`src/logic/dma_pkg.sv`:
```
`default_nettype none

package dma_pkg;

  localparam int ADDR_W   = 32;  // one word per address
  localparam int DATA_W   = 32;
  localparam int LEN_W    = 32;
  localparam int TAG_W    = 8;
  localparam int CNT_W    = 16;  // transfer and phase loops
  localparam int REG_SPAN = 16;  // bundle table starts at this address

  typedef enum logic [3:0] {
    R_START        = 4'd0,
    R_DONE_READ0   = 4'd1,
    R_DONE_READ1   = 4'd2,
    R_DONE_WRITE0  = 4'd3,
    R_DONE_WRITE1  = 4'd4,
    R_OCM_BASE0    = 4'd5,
    R_OCM_BASE1    = 4'd6,
    R_WEIGHTS_BASE = 4'd7,
    R_BUNDLE_DONE  = 4'd8,  // go flag for the pixels generator
    R_N_BUNDLES    = 4'd9,
    R_W_DONE       = 4'd10,
    R_X_DONE       = 4'd11,
    R_O_DONE       = 4'd12
  } reg_addr_e;

  // one table row, word 0 holds the lowest bits
  typedef struct packed {
    logic [63:0]       header;
    logic [CNT_W-1:0]  max_t;
    logic [CNT_W-1:0]  max_p;
    logic [LEN_W-1:0]  w_bpt;
    logic [LEN_W-1:0]  w_bpt_p0;
    logic [LEN_W-1:0]  x_bpt;
    logic [LEN_W-1:0]  x_bpt_p0;
    logic [ADDR_W-1:0] x_base;
  } bundle_t;

  typedef struct packed {
    logic [ADDR_W-1:0] addr;
    logic [LEN_W-1:0]  len;
    logic [64:0]       user;  // header then first-phase bit
  } desc_t;

  typedef enum logic [1:0] {W_IDLE, W_WAIT_RAM, W_EXEC} w_state_e;
  typedef enum logic [1:0] {X_IDLE, X_WAIT_RAM, X_WAIT_GO, X_EXEC} x_state_e;

endpackage

`default_nettype wire

```
`src/logic/bundle_ram.sv`:
```
`timescale 1ns/1ps
`default_nettype none

module bundle_ram #(
  parameter  int N_BUNDLES_MAX = 8,
  localparam int IDX_W         = $clog2(N_BUNDLES_MAX)
) (
  input  wire                         clk,
  input  wire                         rstn,
  input  wire                         i_wr_en,
  input  wire  [dma_pkg::ADDR_W-1:0]  i_wr_addr,
  input  wire  [dma_pkg::DATA_W-1:0]  i_wr_data,
  input  wire                         i_w_rd_req,
  input  wire  [IDX_W-1:0]            i_w_rd_idx,
  input  wire                         i_x_rd_req,
  input  wire  [IDX_W-1:0]            i_x_rd_idx,
  output dma_pkg::bundle_t            o_row,
  output logic                        o_w_row_valid,
  output logic                        o_x_row_valid
);

  localparam int ROW_W  = $bits(dma_pkg::bundle_t);
  localparam int WORDS  = ROW_W / dma_pkg::DATA_W;  // 8 words per row
  localparam int WORD_W = $clog2(WORDS);

  logic [ROW_W-1:0]           mem [N_BUNDLES_MAX];
  logic [dma_pkg::ADDR_W-1:0] wr_word;  // word offset inside the table
  logic [IDX_W-1:0]           wr_row;
  logic [WORD_W-1:0]          wr_col;
  logic                       wr_hit;
  logic [IDX_W-1:0]           rd_idx;

  assign wr_word = i_wr_addr - dma_pkg::REG_SPAN;
  assign wr_row  = wr_word[WORD_W +: IDX_W];
  assign wr_col  = wr_word[WORD_W-1:0];
  assign wr_hit  = i_wr_en && i_wr_addr >= dma_pkg::REG_SPAN
                   && wr_word < N_BUNDLES_MAX * WORDS;
  assign rd_idx  = i_x_rd_req ? i_x_rd_idx : i_w_rd_idx;  // pixels side wins

  always_ff @(posedge clk) begin
    if (wr_hit)
      mem[wr_row][wr_col*dma_pkg::DATA_W +: dma_pkg::DATA_W] <= i_wr_data;
    if (i_x_rd_req || i_w_rd_req)
      o_row <= mem[rd_idx];
  end

  // valid goes only to the generator that was granted
  always_ff @(posedge clk) begin
    if (!rstn) begin
      o_x_row_valid <= 1'b0;
      o_w_row_valid <= 1'b0;
    end else begin
      o_x_row_valid <= i_x_rd_req;
      o_w_row_valid <= i_w_rd_req && !i_x_rd_req;
    end
  end

endmodule

`default_nettype wire

```
`src/logic/dma_ctrl_top.sv`:
```
`timescale 1ns/1ps
`default_nettype none

module dma_ctrl_top #(
  parameter int N_BUNDLES_MAX = 8
) (
  input  wire                         clk,
  input  wire                         rstn,
  input  wire                         i_wr_en,
  input  wire  [dma_pkg::ADDR_W-1:0]  i_wr_addr,
  input  wire  [dma_pkg::DATA_W-1:0]  i_wr_data,
  input  wire                         i_rd_en,
  input  wire  [dma_pkg::ADDR_W-1:0]  i_rd_addr,
  output logic [dma_pkg::DATA_W-1:0]  o_rd_data,
  input  wire                         i_o_valid,
  input  wire                         i_o_ready,
  input  wire                         i_o_last,
  input  wire  [dma_pkg::LEN_W-1:0]   i_o_bpt,
  input  wire                         i_os_valid,
  input  wire  [dma_pkg::TAG_W-1:0]   i_os_tag,
  input  wire  [3:0]                  i_os_error,
  output dma_pkg::desc_t              o_wd,
  output logic                        o_wd_valid,
  input  wire                         i_wd_ready,
  output dma_pkg::desc_t              o_xd,
  output logic                        o_xd_valid,
  input  wire                         i_xd_ready,
  output logic [dma_pkg::ADDR_W-1:0]  o_od_addr,
  output logic [dma_pkg::LEN_W-1:0]   o_od_len,
  output logic [dma_pkg::TAG_W-1:0]   o_od_tag,
  output logic                        o_od_valid,
  input  wire                         i_od_ready
);

  localparam int IDX_W = $clog2(N_BUNDLES_MAX);

  logic                             start, bundle_go, go_taken;
  logic [dma_pkg::DATA_W-1:0]       n_bundles;
  logic [dma_pkg::ADDR_W-1:0]       weights_base;
  logic [1:0][dma_pkg::ADDR_W-1:0]  ocm_base;
  logic [1:0]                       done_read;
  logic                             w_idle, x_idle;
  logic                             bank_claim, claim_idx, write_done, done_idx;
  logic                             o_done_set, o_done_clr;
  logic                             w_rd_req, x_rd_req, w_row_valid, x_row_valid;
  logic [IDX_W-1:0]                 w_rd_idx, x_rd_idx;
  dma_pkg::bundle_t                 row;

  dma_regs regs_i (
    .clk(clk), .rstn(rstn),
    .i_wr_en(i_wr_en), .i_wr_addr(i_wr_addr), .i_wr_data(i_wr_data),
    .i_rd_en(i_rd_en), .i_rd_addr(i_rd_addr), .o_rd_data(o_rd_data),
    .i_w_idle(w_idle), .i_x_idle(x_idle), .i_go_taken(go_taken),
    .i_bank_claim(bank_claim), .i_claim_idx(claim_idx),
    .i_write_done(write_done), .i_done_idx(done_idx),
    .i_o_done_set(o_done_set), .i_o_done_clr(o_done_clr),
    .o_start(start), .o_n_bundles(n_bundles), .o_weights_base(weights_base),
    .o_ocm_base(ocm_base), .o_done_read(done_read), .o_bundle_go(bundle_go)
  );

  bundle_ram #(.N_BUNDLES_MAX(N_BUNDLES_MAX)) ram_i (
    .clk(clk), .rstn(rstn),
    .i_wr_en(i_wr_en), .i_wr_addr(i_wr_addr), .i_wr_data(i_wr_data),
    .i_w_rd_req(w_rd_req), .i_w_rd_idx(w_rd_idx),
    .i_x_rd_req(x_rd_req), .i_x_rd_idx(x_rd_idx),
    .o_row(row), .o_w_row_valid(w_row_valid), .o_x_row_valid(x_row_valid)
  );

  weight_desc_gen #(.N_BUNDLES_MAX(N_BUNDLES_MAX)) wgen_i (
    .clk(clk), .rstn(rstn), .i_start(start),
    .i_n_bundles(n_bundles), .i_weights_base(weights_base),
    .o_rd_req(w_rd_req), .o_rd_idx(w_rd_idx),
    .i_row(row), .i_row_valid(w_row_valid),
    .o_desc(o_wd), .o_valid(o_wd_valid), .i_ready(i_wd_ready), .o_idle(w_idle)
  );

  pixel_desc_gen #(.N_BUNDLES_MAX(N_BUNDLES_MAX)) xgen_i (
    .clk(clk), .rstn(rstn), .i_start(start), .i_n_bundles(n_bundles),
    .i_bundle_go(bundle_go), .o_go_taken(go_taken),
    .o_rd_req(x_rd_req), .o_rd_idx(x_rd_idx),
    .i_row(row), .i_row_valid(x_row_valid),
    .o_desc(o_xd), .o_valid(o_xd_valid), .i_ready(i_xd_ready), .o_idle(x_idle)
  );

  out_desc_ctrl octrl_i (
    .clk(clk), .rstn(rstn), .i_start(start),
    .i_o_valid(i_o_valid), .i_o_ready(i_o_ready), .i_o_last(i_o_last),
    .i_o_bpt(i_o_bpt), .i_os_valid(i_os_valid), .i_os_tag(i_os_tag),
    .i_os_error(i_os_error), .i_done_read(done_read), .i_ocm_base(ocm_base),
    .o_od_addr(o_od_addr), .o_od_len(o_od_len), .o_od_tag(o_od_tag),
    .o_od_valid(o_od_valid), .i_od_ready(i_od_ready),
    .o_bank_claim(bank_claim), .o_claim_idx(claim_idx),
    .o_write_done(write_done), .o_done_idx(done_idx),
    .o_o_done_set(o_done_set), .o_o_done_clr(o_done_clr)
  );

endmodule

`default_nettype wire

```
`src/logic/dma_regs.sv`:
```
`timescale 1ns/1ps
`default_nettype none

module dma_regs (
  input  wire                              clk,
  input  wire                              rstn,
  input  wire                              i_wr_en,
  input  wire  [dma_pkg::ADDR_W-1:0]       i_wr_addr,
  input  wire  [dma_pkg::DATA_W-1:0]       i_wr_data,
  input  wire                              i_rd_en,
  input  wire  [dma_pkg::ADDR_W-1:0]       i_rd_addr,
  output logic [dma_pkg::DATA_W-1:0]       o_rd_data,
  input  wire                              i_w_idle,
  input  wire                              i_x_idle,
  input  wire                              i_go_taken,
  input  wire                              i_bank_claim,
  input  wire                              i_claim_idx,
  input  wire                              i_write_done,
  input  wire                              i_done_idx,
  input  wire                              i_o_done_set,
  input  wire                              i_o_done_clr,
  output logic                             o_start,
  output logic [dma_pkg::DATA_W-1:0]       o_n_bundles,
  output logic [dma_pkg::ADDR_W-1:0]       o_weights_base,
  output logic [1:0][dma_pkg::ADDR_W-1:0]  o_ocm_base,
  output logic [1:0]                       o_done_read,
  output logic                             o_bundle_go
);

  logic [dma_pkg::DATA_W-1:0] cfg [13];  // indexed by reg_addr_e

  always_ff @(posedge clk) begin
    if (!rstn) begin
      for (int i = 0; i < 13; i++) begin
        cfg[i] <= '0;
      end
      cfg[dma_pkg::R_DONE_READ0]  <= 32'd1;  // both banks free to fill
      cfg[dma_pkg::R_DONE_READ1]  <= 32'd1;
      cfg[dma_pkg::R_BUNDLE_DONE] <= 32'd1;
    end else begin
      if (cfg[dma_pkg::R_START][0])
        cfg[dma_pkg::R_START] <= '0;  // start lasts one cycle
      if (i_go_taken)
        cfg[dma_pkg::R_BUNDLE_DONE] <= '0;

      // claimed bank is now being written
      if (i_bank_claim) begin
        cfg[dma_pkg::R_DONE_READ0 + i_claim_idx]  <= '0;
        cfg[dma_pkg::R_DONE_WRITE0 + i_claim_idx] <= '0;
      end
      if (i_write_done)
        cfg[dma_pkg::R_DONE_WRITE0 + i_done_idx] <= 32'd1;

      cfg[dma_pkg::R_W_DONE] <= {31'd0, i_w_idle};
      cfg[dma_pkg::R_X_DONE] <= {31'd0, i_x_idle};
      if (i_o_done_clr)
        cfg[dma_pkg::R_O_DONE] <= '0;
      else if (i_o_done_set)
        cfg[dma_pkg::R_O_DONE] <= 32'd1;

      // processor write comes last so it wins
      if (i_wr_en && i_wr_addr <= dma_pkg::R_O_DONE)
        cfg[i_wr_addr[3:0]] <= i_wr_data;
    end
  end

  always_ff @(posedge clk) begin
    if (!rstn)
      o_rd_data <= '0;
    else if (i_rd_en)
      o_rd_data <= (i_rd_addr <= dma_pkg::R_O_DONE) ? cfg[i_rd_addr[3:0]] : '0;
  end

  assign o_start        = cfg[dma_pkg::R_START][0];
  assign o_n_bundles    = cfg[dma_pkg::R_N_BUNDLES];
  assign o_weights_base = cfg[dma_pkg::R_WEIGHTS_BASE];
  assign o_ocm_base[0]  = cfg[dma_pkg::R_OCM_BASE0];
  assign o_ocm_base[1]  = cfg[dma_pkg::R_OCM_BASE1];
  assign o_done_read    = {cfg[dma_pkg::R_DONE_READ1][0], cfg[dma_pkg::R_DONE_READ0][0]};
  assign o_bundle_go    = cfg[dma_pkg::R_BUNDLE_DONE][0];

endmodule

`default_nettype wire

```
`src/logic/out_desc_ctrl.sv`:
```
`timescale 1ns/1ps
`default_nettype none

module out_desc_ctrl (
  input  wire                              clk,
  input  wire                              rstn,
  input  wire                              i_start,
  input  wire                              i_o_valid,
  input  wire                              i_o_ready,
  input  wire                              i_o_last,
  input  wire  [dma_pkg::LEN_W-1:0]        i_o_bpt,
  input  wire                              i_os_valid,
  input  wire  [dma_pkg::TAG_W-1:0]        i_os_tag,
  input  wire  [3:0]                       i_os_error,
  input  wire  [1:0]                       i_done_read,
  input  wire  [1:0][dma_pkg::ADDR_W-1:0]  i_ocm_base,
  output logic [dma_pkg::ADDR_W-1:0]       o_od_addr,
  output logic [dma_pkg::LEN_W-1:0]        o_od_len,
  output logic [dma_pkg::TAG_W-1:0]        o_od_tag,
  output logic                             o_od_valid,
  input  wire                              i_od_ready,
  output logic                             o_bank_claim,
  output logic                             o_claim_idx,
  output logic                             o_write_done,
  output logic                             o_done_idx,
  output logic                             o_o_done_set,
  output logic                             o_o_done_clr
);

  logic bank;       // bank currently written by the DMA
  logic next_bank;
  logic last_seen;  // engine finished its previous packet
  logic claim;
  logic good;

  assign next_bank = ~bank;
  assign claim     = i_od_ready && i_o_valid && last_seen && i_done_read[next_bank];
  assign good      = i_os_valid && i_os_error == 4'd0;

  always_ff @(posedge clk) begin
    if (!rstn) begin
      bank       <= 1'b1;  // first claim lands on bank 0
      last_seen  <= 1'b1;
      o_od_valid <= 1'b0;
    end else begin
      if (i_o_valid && i_o_ready && i_o_last)
        last_seen <= 1'b1;
      if (o_od_valid && i_od_ready)
        o_od_valid <= 1'b0;
      if (claim) begin
        bank       <= next_bank;
        o_od_valid <= 1'b1;
        last_seen  <= 1'b0;
      end
    end
  end

  always_ff @(posedge clk) begin
    if (claim)
      o_od_addr <= i_ocm_base[next_bank];
  end

  assign o_od_len     = i_o_bpt;
  assign o_od_tag     = {{(dma_pkg::TAG_W-1){1'b0}}, bank};
  assign o_bank_claim = claim;
  assign o_claim_idx  = next_bank;
  assign o_write_done = good;
  assign o_done_idx   = i_os_tag[0];
  assign o_o_done_set = last_seen && good;
  assign o_o_done_clr = i_start || i_o_valid;  // engine still has data to send

endmodule

`default_nettype wire

```
`src/logic/pixel_desc_gen.sv`:
```
`timescale 1ns/1ps
`default_nettype none

module pixel_desc_gen #(
  parameter  int N_BUNDLES_MAX = 8,
  localparam int IDX_W         = $clog2(N_BUNDLES_MAX)
) (
  input  wire                         clk,
  input  wire                         rstn,
  input  wire                         i_start,
  input  wire  [dma_pkg::DATA_W-1:0]  i_n_bundles,
  input  wire                         i_bundle_go,
  output logic                        o_go_taken,
  output logic                        o_rd_req,
  output logic [IDX_W-1:0]            o_rd_idx,
  input  wire  dma_pkg::bundle_t      i_row,
  input  wire                         i_row_valid,
  output dma_pkg::desc_t              o_desc,
  output logic                        o_valid,
  input  wire                         i_ready,
  output logic                        o_idle
);

  dma_pkg::x_state_e          state;
  logic [dma_pkg::CNT_W-1:0]  t_cnt, p_cnt;
  logic [dma_pkg::CNT_W-1:0]  max_t, max_p;
  logic [IDX_W-1:0]           b_cnt;
  logic [63:0]                header;
  logic [dma_pkg::LEN_W-1:0]  bpt, bpt_p0;
  logic [dma_pkg::ADDR_W-1:0] addr;
  logic                       fire, first, t_last, p_last, b_last;

  assign fire   = o_valid && i_ready;
  assign first  = p_cnt == '0;
  assign t_last = t_cnt == max_t - 1'b1;
  assign p_last = p_cnt == max_p - 1'b1;
  assign b_last = b_cnt == IDX_W'(i_n_bundles - 1);

  always_ff @(posedge clk) begin
    if (!rstn) begin
      state <= dma_pkg::X_IDLE;
      t_cnt <= '0;
      p_cnt <= '0;
      b_cnt <= '0;
    end else begin
      case (state)
        dma_pkg::X_IDLE: if (i_start) begin
          state <= dma_pkg::X_WAIT_RAM;
          b_cnt <= '0;
        end
        dma_pkg::X_WAIT_RAM: if (i_row_valid) begin
          state <= dma_pkg::X_WAIT_GO;
          t_cnt <= '0;
          p_cnt <= '0;
        end
        dma_pkg::X_WAIT_GO: if (i_bundle_go)
          state <= dma_pkg::X_EXEC;  // input data for this bundle is in place
        dma_pkg::X_EXEC: if (fire) begin
          if (!t_last) begin
            t_cnt <= t_cnt + 1'b1;
          end else begin
            t_cnt <= '0;
            if (!p_last) begin
              p_cnt <= p_cnt + 1'b1;
            end else if (b_last) begin
              state <= dma_pkg::X_IDLE;
            end else begin
              b_cnt <= b_cnt + 1'b1;
              state <= dma_pkg::X_WAIT_RAM;
            end
          end
        end
        default: state <= dma_pkg::X_IDLE;
      endcase
    end
  end

  // base reloads per bundle, steps once per group of max_t transfers
  always_ff @(posedge clk) begin
    if (state == dma_pkg::X_WAIT_RAM && i_row_valid) begin
      addr   <= i_row.x_base;
      header <= i_row.header;
      max_t  <= i_row.max_t;
      max_p  <= i_row.max_p;
      bpt    <= i_row.x_bpt;
      bpt_p0 <= i_row.x_bpt_p0;
    end else if (fire && t_last) begin
      addr <= addr + o_desc.len;
    end
  end

  assign o_go_taken  = state == dma_pkg::X_WAIT_GO && i_bundle_go;
  assign o_rd_req    = state == dma_pkg::X_WAIT_RAM;
  assign o_rd_idx    = b_cnt;
  assign o_valid     = state == dma_pkg::X_EXEC;
  assign o_idle      = state == dma_pkg::X_IDLE;
  assign o_desc.addr = addr;
  assign o_desc.len  = first ? bpt_p0 : bpt;
  assign o_desc.user = {header, first};

endmodule

`default_nettype wire

```
`src/logic/weight_desc_gen.sv`:
```
`timescale 1ns/1ps
`default_nettype none

module weight_desc_gen #(
  parameter  int N_BUNDLES_MAX = 8,
  localparam int IDX_W         = $clog2(N_BUNDLES_MAX)
) (
  input  wire                         clk,
  input  wire                         rstn,
  input  wire                         i_start,
  input  wire  [dma_pkg::DATA_W-1:0]  i_n_bundles,
  input  wire  [dma_pkg::ADDR_W-1:0]  i_weights_base,
  output logic                        o_rd_req,
  output logic [IDX_W-1:0]            o_rd_idx,
  input  wire  dma_pkg::bundle_t      i_row,
  input  wire                         i_row_valid,
  output dma_pkg::desc_t              o_desc,
  output logic                        o_valid,
  input  wire                         i_ready,
  output logic                        o_idle
);

  dma_pkg::w_state_e          state;
  logic [dma_pkg::CNT_W-1:0]  t_cnt, p_cnt;
  logic [dma_pkg::CNT_W-1:0]  max_t, max_p;
  logic [IDX_W-1:0]           b_cnt;
  logic [63:0]                header;
  logic [dma_pkg::LEN_W-1:0]  bpt, bpt_p0;
  logic [dma_pkg::ADDR_W-1:0] addr;
  logic                       fire, first, t_last, p_last, b_last;

  assign fire   = o_valid && i_ready;
  assign first  = p_cnt == '0;
  assign t_last = t_cnt == max_t - 1'b1;
  assign p_last = p_cnt == max_p - 1'b1;
  assign b_last = b_cnt == IDX_W'(i_n_bundles - 1);

  always_ff @(posedge clk) begin
    if (!rstn) begin
      state <= dma_pkg::W_IDLE;
      t_cnt <= '0;
      p_cnt <= '0;
      b_cnt <= '0;
    end else begin
      case (state)
        dma_pkg::W_IDLE: if (i_start) begin
          state <= dma_pkg::W_WAIT_RAM;
          b_cnt <= '0;
        end
        dma_pkg::W_WAIT_RAM: if (i_row_valid) begin
          state <= dma_pkg::W_EXEC;
          t_cnt <= '0;
          p_cnt <= '0;
        end
        dma_pkg::W_EXEC: if (fire) begin
          if (!t_last) begin
            t_cnt <= t_cnt + 1'b1;
          end else begin
            t_cnt <= '0;
            if (!p_last) begin
              p_cnt <= p_cnt + 1'b1;
            end else if (b_last) begin
              state <= dma_pkg::W_IDLE;  // all bundles sent
            end else begin
              b_cnt <= b_cnt + 1'b1;
              state <= dma_pkg::W_WAIT_RAM;
            end
          end
        end
        default: state <= dma_pkg::W_IDLE;
      endcase
    end
  end

  always_ff @(posedge clk) begin
    if (state == dma_pkg::W_IDLE && i_start)
      addr <= i_weights_base;
    else if (fire)
      addr <= addr + o_desc.len;  // step on every transfer
    if (state == dma_pkg::W_WAIT_RAM && i_row_valid) begin
      header <= i_row.header;
      max_t  <= i_row.max_t;
      max_p  <= i_row.max_p;
      bpt    <= i_row.w_bpt;
      bpt_p0 <= i_row.w_bpt_p0;
    end
  end

  assign o_rd_req    = state == dma_pkg::W_WAIT_RAM;
  assign o_rd_idx    = b_cnt;
  assign o_valid     = state == dma_pkg::W_EXEC;
  assign o_idle      = state == dma_pkg::W_IDLE;
  assign o_desc.addr = addr;
  assign o_desc.len  = first ? bpt_p0 : bpt;
  assign o_desc.user = {header, first};

endmodule

`default_nettype wire

```
`config.mk`:
```
export PLATFORM = sky130hd
export DESIGN_NAME = dma_ctrl_top
export DESIGN_NICKNAME = d
export VERILOG_FILES = /design/src/logic/dma_pkg.sv /design/src/logic/bundle_ram.sv /design/src/logic/dma_ctrl_top.sv /design/src/logic/dma_regs.sv /design/src/logic/out_desc_ctrl.sv /design/src/logic/pixel_desc_gen.sv /design/src/logic/weight_desc_gen.sv
export SDC_FILE = /design/constraint.sdc
export NUM_CORES = 2
export LEC_CHECK = 0
export BUFFER_PORTS_ARGS = -buffer_cell sky130_fd_sc_hd__buf_4
export CAP_MARGIN = 20
export CORE_MARGIN = 2
export CORE_UTILIZATION = 26
export DETAILED_ROUTE_END_ITERATION = 10
export PLACE_DENSITY = 0.37
export SLEW_MARGIN = 20
export SYNTH_ARGS = -nofsm -noshare
export SYNTH_HDL_FRONTEND = slang
export SYNTH_SLANG_ARGS = --single-unit
```
`constraint.sdc`:
```
create_clock -name clk -period 9.5 [get_ports clk]
set_clock_uncertainty 0.15 [all_clocks]
set_input_delay 0.95 -clock clk [delete_from_list [all_inputs] [get_ports clk]]
set_output_delay 0.95 -clock clk [all_outputs]
set_load 0.02 [all_outputs]
```
; Word level (Yosys, flattened, before mapping)
; Memory sizes are Yosys's and may differ from the RTL's. A register that Yosys moved wholly into a read port is not among the register bits.
; Cells that the tools add are included.
[word_totals]
ramBits = 2464
register_bits = 527
memories = 2
output_inout_bits = 365
inputBits = 151
word_cells = 257
[op_classes]
addsub = 18
bitwise_logic = 22
n_reduce_logical = 47
n_shift = 2
mux = 104
n_lt_le_gt_ge = 5
eq_ne = 30
[mem_list]
columns = name, depth, word_bits, read_ports, rd_clocked_by_memory_dff, write_ports, line
row1 = ram_i.mem, 8, 256, 1, 1, 1, bundle_ram.sv:26  ; logic [ROW_W-1:0] mem [N_BUNDLES_MAX];
row2 = regs_i.cfg, 13, 32, 9, 0, 13, dma_regs.sv:30  ; logic [dma_pkg::DATA_W-1:0] cfg [13];
[op_table]
columns = operator, count
row1 = $mux W32, 22
row2 = $mux W256, 1
row3 = $shift A32 B34 Y256 const A, 1
row4 = $shiftx A32 B34 Y256, 1
row5 = $mux W16, 12
row6 = $pmux W16 S2, 4
row7 = $reduce_or A32 Y1, 4
row8 = $add A16 B1 Y16 const B, 4
row9 = $add A32 B32 Y32, 2
row10 = $eq A16 B16 Y1, 4
row11 = $le A32 B4 Y1 const B, 2
row12 = $sub A16 B1 Y16 const B, 4
row13 = $mux W1, 37
row14 = $neg A8 Y34, 1
row15 = $ge A32 B5 Y1 const B, 1
row16 = $logic_not A16 Y1, 2
row17 = $lt A32 B7 Y1 const B, 1
row18 = $sub A32 B5 Y32 const B, 1
row19 = $mux W3, 10
row20 = $ne A2 B2 Y1 const B, 12
row21 = $mux W2, 10
row22 = $logic_and A1 B1 Y1, 19
row23 = $reduce_and A6 Y1, 3
row24 = $eq A4 B4 Y1 const A, 4
row25 = 23 further kinds, 66

; Longest topological paths before layout
[depth]
depth_word = 9
mapped_depth = 19
depth_no_buf = 18

; Modules after synthesis
; From an unflattened synthesis, not the netlist that was laid out.
[hier_totals]
hier_cells = 7626
area_unflattened_um2 = 135098.3
[modules_own_cells]
columns = mod, area_each_um2, cells_each, instances, seq_area_each_um2
row1 = bundle_ram, 87488.9, 3749, 1, 69226.4
row2 = dma_regs, 23072.1, 1784, 1, 15374.7
row3 = pixel_desc_gen, 11502.3, 985, 1, 6506.2
row4 = weight_desc_gen, 11041.8, 977, 1, 6506.2
row5 = out_desc_ctrl, 1993.2, 131, 1, 1021.0

; Least setup slack after synthesis
; OpenSTA, ideal clock, no wires.
[synth_path]
kind = reg2reg
from = register xgen_i.state[1]
to = register, netlist name ram_i.o_row[0]
required_time_ns = 8.733
path_buffers = 1
arrival_time_ns = 5.962
slack_ns = 2.772
stages_incl_launch_ff = 5
synth_period_minus_slack_ns = 6.728
path_cell_list = dfxtp_1 inv_1 ha_1 clkbuf_1 a21o_1
[synth_between]
elab_chain_len = 2
word_cells_on_any_way = 3
classes_between = eq/ne: 1 / mux: 1 / reduce/logical: 1
[synth_rtl]
columns = item, line
row1 = from (decl), pixel_desc_gen.sv:24  ; dma_pkg::x_state_e state;
row2 = from (signal assigned), pixel_desc_gen.sv:41  ; state <= dma_pkg::X_IDLE;
row3 = from (signal assigned), pixel_desc_gen.sv:48  ; state <= dma_pkg::X_WAIT_RAM;
row4 = from (signal assigned), pixel_desc_gen.sv:52  ; state <= dma_pkg::X_WAIT_GO;
row5 = $eq A2 B1 Y1 (*), pixel_desc_gen.sv:93  ; assign o_rd_req = state == dma_pkg::X_WAIT_RAM;
row6 = named net ram_i.i_x_rd_req, bundle_ram.sv:15  ; input wire i_x_rd_req,
row7 = $mux W3 or $logic_or A1 B1 Y1 (tied branches), "bundle_ram.sv:38, bundle_ram.sv:43"
; Mark *: on every way through the listed nets, which the timed path passes. The rest lies on a longest branch.
; A chain may end at the register's enable or synchronous reset.

; Final worst setup path
[layout_path]
from = register xgen_i.p_cnt[0] in the netlist's numbering
to = register xgen_i.addr[29] in the netlist's numbering, data pin
[layout_between]
elab_chain_len = 5
[layout_rtl]
columns = item, line
row1 = from (decl), pixel_desc_gen.sv:25  ; logic [dma_pkg::CNT_W-1:0] t_cnt, p_cnt;
row2 = from (signal assigned), pixel_desc_gen.sv:64  ; p_cnt <= p_cnt + 1'b1;
row3 = $logic_not A16 Y1, pixel_desc_gen.sv:34  ; assign first = p_cnt == '0;
row4 = $mux W32, pixel_desc_gen.sv:98  ; assign o_desc.len = first ? bpt_p0 : bpt;
row5 = $add A32 B32 Y32, pixel_desc_gen.sv:88  ; addr <= addr + o_desc.len;
row6 = $mux W32, pixel_desc_gen.sv:87  ; end else if (fire && t_last) begin
row7 = $mux W32, pixel_desc_gen.sv:80  ; if (state == dma_pkg::X_WAIT_RAM && i_row_valid) begin
row8 = to (signal assigned), pixel_desc_gen.sv:81  ; addr <= i_row.x_base;
row9 = to (signal assigned), pixel_desc_gen.sv:88
row10 = to (decl), pixel_desc_gen.sv:30  ; logic [dma_pkg::ADDR_W-1:0] addr;
; Every way passes these cells. The select of a mux whose other input is x is not followed.

==> summary.md <==
| Metric | Value |
|---|---|
| CP endpoint kind | `flip-flop` |
| DR vias | `68,600` |
| CTS buffer count | `387` |
| Hold WC Path Type | `primary input to flip-flop` |
| Yosys top cell area share | `0.713` |
| Largest net degree at the start of global routing | `130` |
| Overall Global Routing Usage | `0.165` |
| # rows | `263` |
| IO Pins | `516` |
| Count of different cell masters after synthesis | `94` |
| DP HPWL | `between 200,000 and 300,000 microns` |
| Clk sink count | `3,343` |
| Post-synth EDFFs | `3,168` |
| Routed wire length per instance | `around 29 microns` |
| Cell types occupying the most area after synthesis | `edfxtp_1, mux4_2, and2_1, dfxtp_1, mux2_2` |
| Design Area, Final | `158,000 sq um` |
| CTS tree | `yes` |
| Required @ worst endpoint | `10,080 ps` |
| Slew at the pin with the worst max-slew slack | `around 1100 ps` |
| PwrDens | `around 210 nW/um^2` |
| Max-cap violations | `0` |
| Met3 Usage GRT | `0.0234` |
| Cts hold-fix bufs | `0` |
| Flop pwr share | `0.493` |
| Postcts setup bufs | `0` |
| Final antenna-violating net count | `0` |
| Initial antenna violation count | `68` |
| Synthesis Warnings | `0` |
| Tcrit/Tclk final | `0.677` |
| Leakage | `0.0453 uW` |
| Detailed Route WL | `438,000 microns` |
| M1 GR Usage | `0.220` |
| Crit path launch type | `flip-flop` |
| Cell taking the most area after synthesis | `edfxtp_1` |
| Final setup fails | `0` |
| Die footprint | `roughly 520,000 sq um` |
| Cell count after synthesis | `between 7,000 and 8,000` |
| Synth Area per Inst | `18.7 sq um` |
| Via density | `between 4 and 5` |
| Htree depth | `5` |
| Syn Std Cell Area | `133,000 sq um` |
| Fmax | `156 MHz` |
| Ys flop type | `edfxtp_1` |
| IO buf count | `437` |
| Critical path arrival | `approximately 7000 ps` |
| Post_cts resized | `0` |
| Drc violations | `0` |
| Clock share of power | `0.432` |
| Met2 global-route usage | `0.283` |
| Most frequent cell after synthesis | `edfxtp_1` |
| Final hold vios | `0` |
| Dpl cell area | `146,000 sq um` |
| Initial DRC Count | `~5,600` |
| Clock slew at reported path FFs | `70 ps` |
| Clk buf depth | `4` |
| Psw | `roughly 8000 uW` |
| Die width | `a little over 700 microns` |
| Proportion of layout cells with a drive suffix above 1 | `0.280` |
| Worst skew pair latency | `between 900 and 1000 ps` |
| Post-synthesis register bit count | `3,343` |
| Switching Share | `0.240` |
| Status | `complete, no violations` |
| Worst slew margin | `0.285` |
| Fillers | `49,800` |
| Sequential fraction of the synthesis area | `0.739` |
| Combinational share of power | `0.075` |
| RSZ-0062 raised after global routing | `false` |
| Starting Density | `0.261` |
| Vias in the first global route | `around 70,000` |
| Most frequent cells after synthesis | `edfxtp_1, mux4_2, and2_1` |
| Crit-path max FO | `18` |
| Critical path class | `flip-flop to flip-flop` |
| Die Y | `720 microns` |
| Synth-to-layout area growth | `18.5%` |
| Routability cong. | `around 0.8` |
| Final #Nets | `roughly 8,000` |
| Max VDD drop | `roughly 0.16 mV` |
| Root buf cell | `clkbuf_16` |
| Max Slew Vio Count | `0` |
| Period minus WS final | `6430 ps` |
| Core Region | `roughly 510,000 sq um` |
| Setup tns final | `0 ps` |
| Remaining Overflow, GRT | `0` |
| Asr flop ratio synth | `0` |
| Internal | `25,700 uW` |
| DR pass1 iterations | `7` |
| Busiest layer in global routing | `met2` |
| First-pass GRT wire length | `598,000 microns` |
[state kept, by name, summed over array words and instances, names as in the netlist, 16 cells and up]
signal             cells
xgen_i.t_cnt          16
wgen_i.header         64
wgen_i.bpt            32
ram_i.mem           2048
wgen_i.max_p          16
xgen_i.max_t          16
wgen_i.addr           32
xgen_i.header         64
wgen_i.p_cnt          16
regs_i.o_rd_data      32
octrl_i.o_od_addr     32
xgen_i.max_p          16
regs_i.cfg           512
wgen_i.bpt_p0         32
xgen_i.bpt_p0         32
wgen_i.max_t          16
xgen_i.p_cnt          16
xgen_i.bpt            32
ram_i.o_row          256
xgen_i.addr           32
wgen_i.t_cnt          16
[logic make-up (layout without fill, tap and decap cells)]
| group | Yosys count | in the layout | synth area share |
|---|---|---|---|
| AOI/OAI and AO/OA | 416 | 416 | 0.0202 |
| xor gates and xnor gates | 187 | 187 | 0.0124 |
| adders and majority gates | 86 | 86 | 0.00818 |
| buffers and inverters | 471 | 1367 | 0.0146 |
| DFF | 3343 | 3343 | 0.739 |
| muxes | 976 | 976 | 0.139 |
| other | 1 | 110 | 0.0000281 |
| and+or+nand+nor | 1665 | 1665 | 0.0662 |
[area by class of cell]
type / instances / area [sq um] / area share
Tap cell: 6757 / 8450 / 0.0535
Multi-Input combinational cell: 3337 / 33600 / 0.212
Sequential cell: 3343 / 98600 / 0.624
Timing Repair Buffer: 603 / 4730 / 0.0299
Antenna cell: 103 / 258 / 0.00163
Clock inverter: 211 / 1930 / 0.0122
Inverter: 55 / 221 / 0.00140
Clock buffer: 498 / 10300 / 0.0654
[path summary, 6_finish.rpt]
path	from	to	slack, ps	depth (start not counted)
hold reg to reg	ram_i.o_row[73]$_DFFE_PP_	xgen_i.bpt[9]$_DFFE_PP_	260	0
setup / recovery	xgen_i.p_cnt[0]$_SDFFE_PN0P_	xgen_i.addr[29]$_DFFE_PP_	3070	18
setup reg to reg	xgen_i.p_cnt[0]$_SDFFE_PN0P_	xgen_i.addr[29]$_DFFE_PP_	3070	18
hold / removal	i_o_ready	octrl_i.last_seen$_SDFFE_PN1P_	160	3
[power by group through the flow]
stage / logic, uW / registers, uW / clock network [uW]
final: 2530 / 16700 / 14600
after global routing: 2760 / 16700 / 15600
after CTS: 2620 / 16700 / 15000
after detailed placement: 2620 / 17000 / 0
after global placement: 2600 / 17000 / 0
after floorplan: 1480 / 17000 / 0
[stage by stage]
stage                     hold slack (ps)  worst slack, ps  std cells  power, uW  utilization
after detailed placement              255             2860      14100      19600        0.284
after CTS                            54.1             2880      14800      34300        0.308
after global placement                251             2880      14100      19600        0.284
after floorplan                       250             2770       7151      18500            -
after global routing                  105             2550      14900      35000        0.309
final                                 165             3070      14900      33800        0.309
[metal layers]
layer	wire, microns	vias to the layer above
met5	109	-
li1	-	29400
met4	12600	16
met1	190000	36800
met3	20500	567
met2	214000	1794
[critical path: stages, from the launching register on]
cell and delay (ps):
dfxtp_1 360, inv_1 120, ha_1 150, nor4b_1 320
nand4_1 760, inv_1 950, buf_4 380, nand2_1 100
nand2_1 100, ha_1 340, and3_1 250, a31o_2 250
a211oi_1 290, o21ai_0 210, o311ai_0 710, nand2_1 200
a31oi_1 250, xor2_1 180, a21oi_1 80
[placed cells by master, fill, tap and decap left out, types with 12 or more instances in the layout]
cell	n
nor2_1	221
clkbuf_16	392
inv_1	52
inv_6	12
nor4_1	30
mux4_2	672
clkbuf_8	13
nor2_4	72
a21oi_1	149
nor2b_1	77
o21ai_0	75
xor2_1	90
ha_1	84
xnor2_1	95
buf_12	12
and3_1	30
nand4_1	38
a31oi_1	14
clkinv_2	71
bufinv_16	26
and2_1	632
clkbuf_1	93
edfxtp_1	3168
o31ai_1	13
nor3_1	30
nand2_1	367
mux2_2	294
clkinv_1	75
diode_2	103
nand3_1	48
a211oi_1	14
buf_4	587
a21o_1	29
or3_1	15
nand2b_1	13
dfxtp_1	174
Note: power is estimated with default switching activity, not from simulation.
